**src/verilog/matmul_pkg.sv**
```systemverilog
package matmul_pkg;

    // Size defaults picked up by the top level
    parameter int DEFAULT_MATRIX_SIZE = 4;
    parameter int DEFAULT_DATA_WIDTH  = 8;

    // Full product width plus enough guard bits for N partial sums
    function automatic int acc_width(
        input int data_width,
        input int matrix_size
    );
        int guard_bits;
        guard_bits = $clog2(matrix_size);
        return 2 * data_width + guard_bits;
    endfunction

    // Run control states
    typedef enum logic [2:0] {
        IDLE  = 3'd0,
        CLEAR = 3'd1,
        FEED  = 3'd2,
        DRAIN = 3'd3,
        DONE  = 3'd4
    } ctrl_state_e;

endpackage
```
**src/verilog/matmul_top.sv**
```systemverilog
`timescale 1ns/10ps

module matmul_top #(
    parameter int matrix_size = matmul_pkg::DEFAULT_MATRIX_SIZE,
    parameter int data_width  = matmul_pkg::DEFAULT_DATA_WIDTH,
    localparam int acc_w      = matmul_pkg::acc_width(data_width, matrix_size)
) (
    input  logic                         clk,
    input  logic                         reset,
    input  logic                         start,
    input  logic signed [data_width-1:0] a_matrix [0:matrix_size*matrix_size-1],
    input  logic signed [data_width-1:0] b_matrix [0:matrix_size*matrix_size-1],
    output logic                         done,
    output logic signed [acc_w-1:0]      c_matrix [0:matrix_size*matrix_size-1]
);
    localparam int step_width = $clog2(2 * matrix_size);

    logic                         clear_acc;
    logic                         feed;
    logic [step_width-1:0]        step;
    logic signed [data_width-1:0] a_edge [0:matrix_size-1];
    logic signed [data_width-1:0] b_edge [0:matrix_size-1];

    matmul_ctrl #(
        .matrix_size (matrix_size)
    ) u_ctrl (
        .clk       (clk),
        .reset     (reset),
        .start     (start),
        .clear_acc (clear_acc),
        .feed      (feed),
        .step      (step),
        .done      (done)
    );

    // Skewed wavefronts into the west and north edges
    skew_feeder #(
        .matrix_size (matrix_size),
        .data_width  (data_width)
    ) u_feeder (
        .clk      (clk),
        .reset    (reset),
        .feed     (feed),
        .step     (step),
        .a_matrix (a_matrix),
        .b_matrix (b_matrix),
        .a_edge   (a_edge),
        .b_edge   (b_edge)
    );

    systolic_array #(
        .matrix_size (matrix_size),
        .data_width  (data_width)
    ) u_array (
        .clk       (clk),
        .reset     (reset),
        .clear_acc (clear_acc),
        .a_edge    (a_edge),
        .b_edge    (b_edge),
        .c_matrix  (c_matrix)
    );

endmodule

```
**src/verilog/matmul_ctrl.sv**
```systemverilog
`timescale 1ns/10ps

module matmul_ctrl #(
    parameter int matrix_size = matmul_pkg::DEFAULT_MATRIX_SIZE,
    localparam int step_width = $clog2(2 * matrix_size)
) (
    input  logic                  clk,
    input  logic                  reset,
    input  logic                  start,
    output logic                  clear_acc,
    output logic                  feed,
    output logic [step_width-1:0] step,
    output logic                  done
);
    // Last feed step and last drain cycle
    localparam int last_step  = 2 * matrix_size - 2;
    localparam int last_drain = matrix_size - 1;

    matmul_pkg::ctrl_state_e state;
    matmul_pkg::ctrl_state_e state_next;

    // Shared by FEED (step index) and DRAIN (cycle count)
    logic [step_width-1:0] count;
    logic [step_width-1:0] count_next;

    always_comb begin
        state_next = state;
        count_next = count;
        case (state)
            matmul_pkg::IDLE: begin
                count_next = '0;
                if (start) begin
                    state_next = matmul_pkg::CLEAR;
                end
            end
            matmul_pkg::CLEAR: begin
                count_next = '0;
                state_next = matmul_pkg::FEED;
            end
            matmul_pkg::FEED: begin
                if (count == step_width'(last_step)) begin
                    count_next = '0;
                    state_next = matmul_pkg::DRAIN;
                end else begin
                    count_next = count + 1'b1;
                end
            end
            matmul_pkg::DRAIN: begin
                // Wait for the last operands to cross the grid
                if (count == step_width'(last_drain)) begin
                    count_next = '0;
                    state_next = matmul_pkg::DONE;
                end else begin
                    count_next = count + 1'b1;
                end
            end
            matmul_pkg::DONE: begin
                count_next = '0;
                if (!start) begin
                    state_next = matmul_pkg::IDLE;
                end
            end
            default: begin
                count_next = '0;
                state_next = matmul_pkg::IDLE;
            end
        endcase
    end

    always_ff @(posedge clk or posedge reset) begin
        if (reset) begin
            state <= matmul_pkg::IDLE;
            count <= '0;
            done  <= 1'b0;
        end else begin
            state <= state_next;
            count <= count_next;
            // Rises on entry to DONE, falls on the way back to IDLE
            done  <= (state_next == matmul_pkg::DONE);
        end
    end

    assign clear_acc = (state == matmul_pkg::CLEAR);
    assign feed      = (state == matmul_pkg::FEED);
    assign step      = count;

endmodule

```
**src/verilog/skew_feeder.sv**
```systemverilog
`timescale 1ns/10ps

module skew_feeder #(
    parameter int matrix_size = matmul_pkg::DEFAULT_MATRIX_SIZE,
    parameter int data_width  = matmul_pkg::DEFAULT_DATA_WIDTH,
    localparam int step_width = $clog2(2 * matrix_size)
) (
    input  logic                         clk,
    input  logic                         reset,
    input  logic                         feed,
    input  logic [step_width-1:0]        step,
    input  logic signed [data_width-1:0] a_matrix [0:matrix_size*matrix_size-1],
    input  logic signed [data_width-1:0] b_matrix [0:matrix_size*matrix_size-1],
    output logic signed [data_width-1:0] a_edge [0:matrix_size-1],
    output logic signed [data_width-1:0] b_edge [0:matrix_size-1]
);
    logic signed [data_width-1:0] a_pick [0:matrix_size-1];
    logic signed [data_width-1:0] b_pick [0:matrix_size-1];

    // Anti-diagonal select: row i gets A[i][t-i], column j gets B[t-j][j]
    always_comb begin
        int t;
        int k;
        t = int'(step);
        for (int i = 0; i < matrix_size; i++) begin
            k = t - i;
            a_pick[i] = '0;
            b_pick[i] = '0;
            if (k >= 0 && k < matrix_size) begin
                a_pick[i] = a_matrix[i*matrix_size + k];
                b_pick[i] = b_matrix[k*matrix_size + i];
            end
        end
    end

    // Zero edges outside FEED keep the accumulators still
    always_ff @(posedge clk or posedge reset) begin
        if (reset) begin
            for (int i = 0; i < matrix_size; i++) begin
                a_edge[i] <= '0;
                b_edge[i] <= '0;
            end
        end else begin
            for (int i = 0; i < matrix_size; i++) begin
                a_edge[i] <= feed ? a_pick[i] : '0;
                b_edge[i] <= feed ? b_pick[i] : '0;
            end
        end
    end

endmodule

```
**src/verilog/systolic_array.sv**
```systemverilog
`timescale 1ns/10ps

module systolic_array #(
    parameter int matrix_size = matmul_pkg::DEFAULT_MATRIX_SIZE,
    parameter int data_width  = matmul_pkg::DEFAULT_DATA_WIDTH,
    localparam int acc_w      = matmul_pkg::acc_width(data_width, matrix_size)
) (
    input  logic                         clk,
    input  logic                         reset,
    input  logic                         clear_acc,
    input  logic signed [data_width-1:0] a_edge [0:matrix_size-1],
    input  logic signed [data_width-1:0] b_edge [0:matrix_size-1],
    output logic signed [acc_w-1:0]      c_matrix [0:matrix_size*matrix_size-1]
);
    // a runs left to right along a row, b runs top to bottom down a column
    logic signed [data_width-1:0] a_link [0:matrix_size-1][0:matrix_size];
    logic signed [data_width-1:0] b_link [0:matrix_size][0:matrix_size-1];

    for (genvar i = 0; i < matrix_size; i++) begin : g_edge
        assign a_link[i][0] = a_edge[i];
        assign b_link[0][i] = b_edge[i];
    end

    for (genvar i = 0; i < matrix_size; i++) begin : g_row
        for (genvar j = 0; j < matrix_size; j++) begin : g_col
            // PE(i,j) owns C[i][j]
            mac_pe #(
                .data_width  (data_width),
                .acc_width_p (acc_w)
            ) u_pe (
                .clk       (clk),
                .reset     (reset),
                .clear_acc (clear_acc),
                .a_in      (a_link[i][j]),
                .b_in      (b_link[i][j]),
                .a_out     (a_link[i][j+1]),
                .b_out     (b_link[i+1][j]),
                .acc       (c_matrix[i*matrix_size + j])
            );
        end
    end

endmodule

```
**src/verilog/mac_pe.sv**
```systemverilog
`timescale 1ns/10ps

module mac_pe #(
    parameter int data_width  = matmul_pkg::DEFAULT_DATA_WIDTH,
    parameter int acc_width_p = 2 * matmul_pkg::DEFAULT_DATA_WIDTH
) (
    input  logic                          clk,
    input  logic                          reset,
    input  logic                          clear_acc,
    input  logic signed [data_width-1:0]  a_in,
    input  logic signed [data_width-1:0]  b_in,
    output logic signed [data_width-1:0]  a_out,
    output logic signed [data_width-1:0]  b_out,
    output logic signed [acc_width_p-1:0] acc
);
    logic signed [2*data_width-1:0] product;

    assign product = a_in * b_in;

    always_ff @(posedge clk or posedge reset) begin
        if (reset) begin
            a_out <= '0;
            b_out <= '0;
            acc   <= '0;
        end else begin
            // Operands move on one PE per cycle
            a_out <= a_in;
            b_out <= b_in;
            if (clear_acc) begin
                acc <= '0;
            end else begin
                acc <= acc + product;
            end
        end
    end

endmodule

```
**config.mk**
```make
export PLATFORM = sky130hd
export DESIGN_NAME = matmul_top
export DESIGN_NICKNAME = d
export VERILOG_FILES = /design/src/verilog/matmul_pkg.sv /design/src/verilog/matmul_top.sv /design/src/verilog/matmul_ctrl.sv /design/src/verilog/skew_feeder.sv /design/src/verilog/systolic_array.sv /design/src/verilog/mac_pe.sv
export SDC_FILE = /design/constraint.sdc
export NUM_CORES = 2
export LEC_CHECK = 0
export BUFFER_PORTS_ARGS = -buffer_cell sky130_fd_sc_hd__clkbuf_2
export CAP_MARGIN = 40
export CORE_MARGIN = 1.5
export CORE_UTILIZATION = 63
export CTS_CLUSTER_DIAMETER = 120
export DETAILED_ROUTE_END_ITERATION = 12
export PLACE_DENSITY = 0.95
export SYNTH_ARGS = -nofsm -noshare
export SYNTH_HDL_FRONTEND = slang
export SYNTH_SLANG_ARGS = --single-unit
```
**constraint.sdc**
```tcl
create_clock -name clk -period 22.4 [get_ports clk]
set_input_delay 2.24 -clock clk [delete_from_list [all_inputs] [get_ports clk]]
set_output_delay 2.24 -clock clk [all_outputs]
set_load 0.03 [all_outputs]
```
### After elaboration in Yosys (flattened, before gate mapping)

Cells that the tools add are included.

| storage, ports and cells | value |
|---|---|
| register bits | 551 |
| bits of input ports | 259 |
| output and inout port bits | 289 |
| word-level logic and storage cells | 193 |

| operators by class | value |
|---|---|
| add/subtract/negate cells | 26 |
| $mul | 16 |
| $lt $le $gt $ge | 16 |
| eq/ne operators | 7 |
| muxes and demuxes | 64 |
| bitwise logic cells | 8 |
| reductions and logical operators | 5 |

Operators by type and width:

| cell | number |
|---|---|
| 18-bit by 16-bit adder with 18-bit output | 16 |
| 18-bit two-way mux | 16 |
| 8-bit binary-select mux with 4-bit select | 8 |
| 32-bit by 5-bit >= comparator with 1-bit output (second input constant) | 8 |
| 8-bit by 8-bit multiplier with 16-bit output | 16 |
| 8-bit two-way mux | 32 |
| 32-bit inverter | 6 |
| 32-bit by 1-bit >= comparator with 1-bit output (second input constant) | 3 |
| 32-bit by 4-bit less-than comparator with 1-bit output (second input constant) | 3 |
| 32-bit by 3-bit adder with 32-bit output (second input constant) | 2 |
| 5-bit by 32-bit adder with 32-bit output (first input constant) | 2 |
| 32-bit by 2-bit adder with 32-bit output (second input constant) | 1 |
| 4-bit by 32-bit adder with 32-bit output (first input constant) | 1 |
| 3-bit inverter with 32-bit output | 1 |
| 5-bit inverter with 32-bit output | 1 |
| 3-bit two-way mux | 6 |
| 3-bit case mux with 5 select lines | 1 |
| 3-bit by 2-bit == test with 1-bit output (second input constant) | 3 |
| 3-bit == test (second input constant) | 3 |
| 3-bit by 2-bit subtractor with 4-bit output (second input constant) | 2 |
| 3-bit case mux with 2 select lines | 1 |
| 1-bit logical AND | 4 |
| 3-bit by 1-bit subtractor with 4-bit output (second input constant) | 1 |
| 3-bit by 1-bit adder with 3-bit output (second input constant) | 1 |
| 4 further kinds | 4 |

### Logic depth before layout (Yosys ltp)

| logic depth | value |
|---|---|
| word-level depth | 8 |
| depth in mapped cells | 19 |
| mapped depth without buffers | 18 |

### Modules after synthesis

From an unflattened synthesis, not the netlist that was laid out.

| second synthesis, totals | value |
|---|---|
| cells, all modules | 6,723 |
| area total of the unflattened synthesis | 72,867.4 µm² |

By module, submodules not included:

| module | instances | cells each | area an instance (µm²) | seq. area each (µm²) |
|---|---|---|---|---|
| mac_pe (u_array.g_row[1].g_col[1].u_pe ...) | 9 | 395 | 4,180.3 | 850.8 |
| mac_pe (u_array.g_row[0].g_col[0].u_pe ...) | 3 | 398 | 4,185.3 | 850.8 |
| skew_feeder | 1 | 352 | 5,569.1 | 1,601.5 |
| mac_pe (u_array.g_row[0].g_col[1].u_pe) | 1 | 396 | 4,186.5 | 850.8 |
| mac_pe (u_array.g_row[3].g_col[1].u_pe) | 1 | 398 | 4,184.0 | 850.8 |
| mac_pe (u_array.g_row[1].g_col[0].u_pe) | 1 | 394 | 4,179.0 | 850.8 |
| mac_pe (u_array.g_row[3].g_col[2].u_pe) | 1 | 397 | 4,177.8 | 850.8 |
| matmul_ctrl | 1 | 37 | 392.9 | 175.2 |

### Worst setup path before layout

OpenSTA, ideal clock, no wires.

| timing | value |
|---|---|
| kind | reg2reg |
| start point | reg u_feeder.b_edge[8] (netlist bit) |
| end point | reg u_array.g_row[0].g_col[2].u_pe.acc[16] |
| setup time | 79 ps |
| arrival time | 5,127 ps |
| setup slack | 17,194 ps |
| stages on the path, launching flop included | 16 |
| clock period less this slack | 5,206 ps |
| cell sequence | dfrtp_1 -> and2_1 -> inv_1 -> fa_1 -> inv_1 -> fa_1 -> fa_1 -> fa_1 -> fa_1 -> ha_1 -> o21a_1 -> o31a_1 -> o41a_1 -> o311a_1 -> o22ai_1 -> mux2i_1 |

| between the ends | value |
|---|---|
| word-level cells in the longest chain between the ends | 3 |

RTL lines:

| what | RTL line | text |
|---|---|---|
| from (decl) | skew_feeder.sv:15 | `output logic signed [data_width-1:0] b_edge [0:matrix_size-1]` |
| from (signal, indexed assignment) | skew_feeder.sv:46 | `b_edge[i] <= feed ? b_pick[i] : '0;` |
| 8-bit by 8-bit multiplier with 16-bit output | mac_pe.sv:18 | `assign product = a_in * b_in;` |
| 18-bit by 16-bit adder with 18-bit output | mac_pe.sv:32 | `acc <= acc + product;` |
| 18-bit two-way mux | mac_pe.sv:29 | `if (clear_acc) begin` |
| to (signal assigned) | mac_pe.sv:32 |  |
| to (decl) | mac_pe.sv:14 | `output logic signed [acc_width_p-1:0] acc` |

Every way passes these cells.

### Worst setup path in the final report

| timing | value |
|---|---|
| start point | reg u_array.g_row[1].g_col[1].u_pe.b_out[0] |
| end point | reg u_array.g_row[2].g_col[1].u_pe.acc[15] |

| between the ends | value |
|---|---|
| word-level cells in the longest chain between the ends | 3 |

RTL lines:

| what | RTL line | text |
|---|---|---|
| from (decl) | mac_pe.sv:13 | `output logic signed [data_width-1:0] b_out,` |
| from (signal assigned) | mac_pe.sv:28 | `b_out <= b_in;` |
| 8-bit by 8-bit multiplier with 16-bit output | mac_pe.sv:18 |  |
| 18-bit by 16-bit adder with 18-bit output | mac_pe.sv:32 |  |
| 18-bit two-way mux | mac_pe.sv:29 |  |
| to (signal assigned) | mac_pe.sv:32 |  |
| to (decl) | mac_pe.sv:14 |  |

Every way passes these cells.

==> flow_metrics.tcl <==
set metrics [dict create \
    status "finished clean" \
    grt_pass1_vias 59100 \
    antenna_found_initial 27 \
    dp.final_hpwl_um 160000 \
    peakVddDrop_v 0.000226 \
    worstSetupEndpointType "flip-flop" \
    max-clock-path-buffers 3 \
    crit_fanout 11 \
    rsz0062_at_grt "false" \
    required_ns 22.94 \
    setup_viol 0 \
    ctsHtreeMaxLevel 3 \
    p_sw_share_pct 52.3 \
    seqPwrFrac_pct 17.0 \
    timing.hold.ws_ns 0.425 \
    die_x_um 339 \
    fmax_mhz 173 \
    worst_pin_slew_ns 0.920 \
    power_switching_mw 6.65 \
    fin_total_pwr_mw 12.7 \
    cts_buffers 72 \
    start_util_pct 63.5 \
    fin_worst_skew_ns 0.0361 \
    io_pins 548 \
    grt_overflow 0 \
    first_pass_iters 6 \
    synth_ff_type "dfrtp_1" \
    grt_max_degree 73 \
    layout-drive-gt1-share_pct 11.5 \
    clock_latency_ns 0.69 \
    async_reset_ff_share_pct 100 \
    arrival_ns 6.33 \
    antenna_left 0 \
    finalCritPeriodShare_pct 25.8 \
    yosys_warnings 0 \
    die_h_um 339 \
    drv_cap 0 \
    cts_tree "done" \
    drt_iter0_markers 3784 \
    wl_per_cell_um 22.6 \
    via_per_inst 5.92 \
    path_class "flip-flop to flip-flop" \
    rows 123 \
    hold_viol_final 0 \
    finish.utilization_pct 69.8 \
    max_slew_margin_pct 38.7 \
    fin_crit_ns 5.78 \
    report.final.slew_viol_count 0 \
    yosysSeqAreaShare_pct 19.3 \
    grt_pass1_wl_um 319000 \
    routed_wl_um 199000 \
    syn_area_per_cell_um2 10.7 \
    num-nets-final 9415 \
    area_growth_pct 9.87 \
    layout_common_cells "1401 x inv_1, 1280 x fa_1, 681 x ha_1, 593 x and2_1, 549 x dfrtp_1" \
    coreArea_um2 112000 \
    cts.sinks 551 \
    p_int_mw 6.07 \
    layout_commonest_cell "inv_1" \
    hp-class "flip-flop to flip-flop" \
    power_frac_comb_pct 73.3 \
    clkTransAtPathRegs_ns 0.06 \
    ctsHoldBuffers 0 \
    p_leak_nw 42.6 \
    cts_resized 0 \
    post_cts_buffers 0 \
    vias 51900 \
    power_frac_clock_pct 9.7 \
    syn_inst 6643 \
    synth.net_count 8864 \
    synth-seq-cells 551 \
    powerDensity_nw_per_um2 162 \
    dieArea_um2 115000 \
    grt_usage_pct 36.0 \
    cts_root_buffer "clkbuf_16" \
    routabilityCongestion 0.990 \
    timing.setup.tns_ns 0 \
    drc 0 \
    io_buffers 547 \
    synth_area_um2 71300 \
    critPathLaunchType "flip-flop" \
    synth-edff-count 0 \
    ys_types 55 \
]
[final timing paths]
path / from / depth (start not counted) / slack, ns / to
max: u_array.g_row[1].g_col[1].u_pe.b_out[0]$_DFF_PP0_ / 15 / 16.62 / u_array.g_row[2].g_col[1].u_pe.acc[15]$_DFF_PP0_
min: u_feeder.b_edge[23]$_DFF_PP0_ / 0 / 0.42 / u_array.g_row[0].g_col[1].u_pe.b_out[7]$_DFF_PP0_
max reg2reg: u_array.g_row[1].g_col[1].u_pe.b_out[0]$_DFF_PP0_ / 15 / 16.62 / u_array.g_row[2].g_col[1].u_pe.acc[15]$_DFF_PP0_
min reg2reg: u_feeder.b_edge[23]$_DFF_PP0_ / 0 / 0.42 / u_array.g_row[0].g_col[1].u_pe.b_out[7]$_DFF_PP0_
max in group asynchronous: reset / 7 / 18.18 / u_array.g_row[1].g_col[1].u_pe.acc[15]$_DFF_PP0_
min in group asynchronous: reset / 3 / 1.65 / u_array.g_row[2].g_col[3].u_pe.acc[11]$_DFF_PP0_
[cell usage after synthesis (all sizes together), types with 57 or more instances]
cell type	instances	share of area (%)
inv	1402	7.4
fa	1280	36
a21oi	146	1.0
xor2	70	0.89
o21a	60	0.63
mux4	136	4.4
o21ai	89	0.62
nor3	88	0.62
clkbuf	57	0.30
and2	594	5.2
xnor2	148	1.8
nor2b	106	0.93
nor2	258	1.4
and3	127	1.1
ha	682	12
nand2	464	2.4
dfrtp	551	19
[per-layer routing]
metal | up-vias | GRT usage (%) | part of all wire (%)
met3 | 895 | 7.81 | 8.6
met5 | - | 0 | 0.039
met4 | 12 | 27.7 | 9.1
met1 | 26400 | 41.7 | 34
met2 | 2781 | 58.6 | 49
li1 | 21800 | - | -
[final cells by class]
type | count | area [um^2]
Multi-Input combinational cell | 4593 | 51800
Clock buffer | 88 | 1950
Inverter | 1406 | 5290
Clock inverter | 42 | 531
Timing Repair Buffer | 570 | 3040
Antenna cell | 18 | 45.0
Tap cell | 1500 | 1880
Sequential cell | 551 | 13800
Fill cell | 7453 | 34000
[kinds of logic after synthesis]
kind of cell | after synthesis | share of synthesized area (%)
DFF | 551 | 19.3
muxes | 171 | 4.90
adders and majority gates | 1962 | 47.9
and+or+nand+nor | 1752 | 12.7
xor gates and xnor gates | 218 | 2.70
AOI/OAI and AO/OA | 490 | 4.47
buffers and inverters | 1499 | 8.03
[worst max-delay path, stage by stage (launching register included)]
cell,delay [ns]
dfrtp_1,0.64
and2_1,0.65
inv_1,0.15
fa_1,0.52
inv_1,0.06
fa_1,0.48
fa_1,0.57
fa_1,0.43
fa_1,0.45
ha_1,0.35
o21ai_0,0.15
o21a_1,0.22
o31ai_1,0.44
a21oi_1,0.20
mux2i_1,0.15
and3_1,0.19
[stage by stage]
stage / setup slack, ns / cells / instance area [um^2]
after global routing: 16.38 / 8767 / 78400
after global placement: 16.84 / 8613 / 75700
after detailed placement: 16.67 / 8620 / 75800
after CTS: 16.62 / 8750 / 78300
final: 16.62 / 8768 / 78400
after floorplan: 4.75 / 6643 / 71300
[sequential cells by signal, indices dropped and copies added (netlist names)]
name,flops
u_array.g_row.g_col.u_pe.a_out,96
u_ctrl.done,1
u_array.g_row.g_col.u_pe.b_out,96
u_ctrl.state,3
u_feeder.a_edge,32
u_feeder.b_edge,32
u_ctrl.step,3
u_array.g_row.g_col.u_pe.acc,288
[power groups by stage]
stage | Combinational [mW] | Clock, mW | Sequential (mW)
global placement | 8.46 | 0 | 2.12
floorplan | 6.46 | 0 | 2.26
global route | 10.4 | 1.29 | 2.20
CTS | 9.26 | 1.25 | 2.13
finish | 9.33 | 1.24 | 2.16
detailed placement | 9.12 | 0 | 2.14
(Power assumes the default switching activity.)
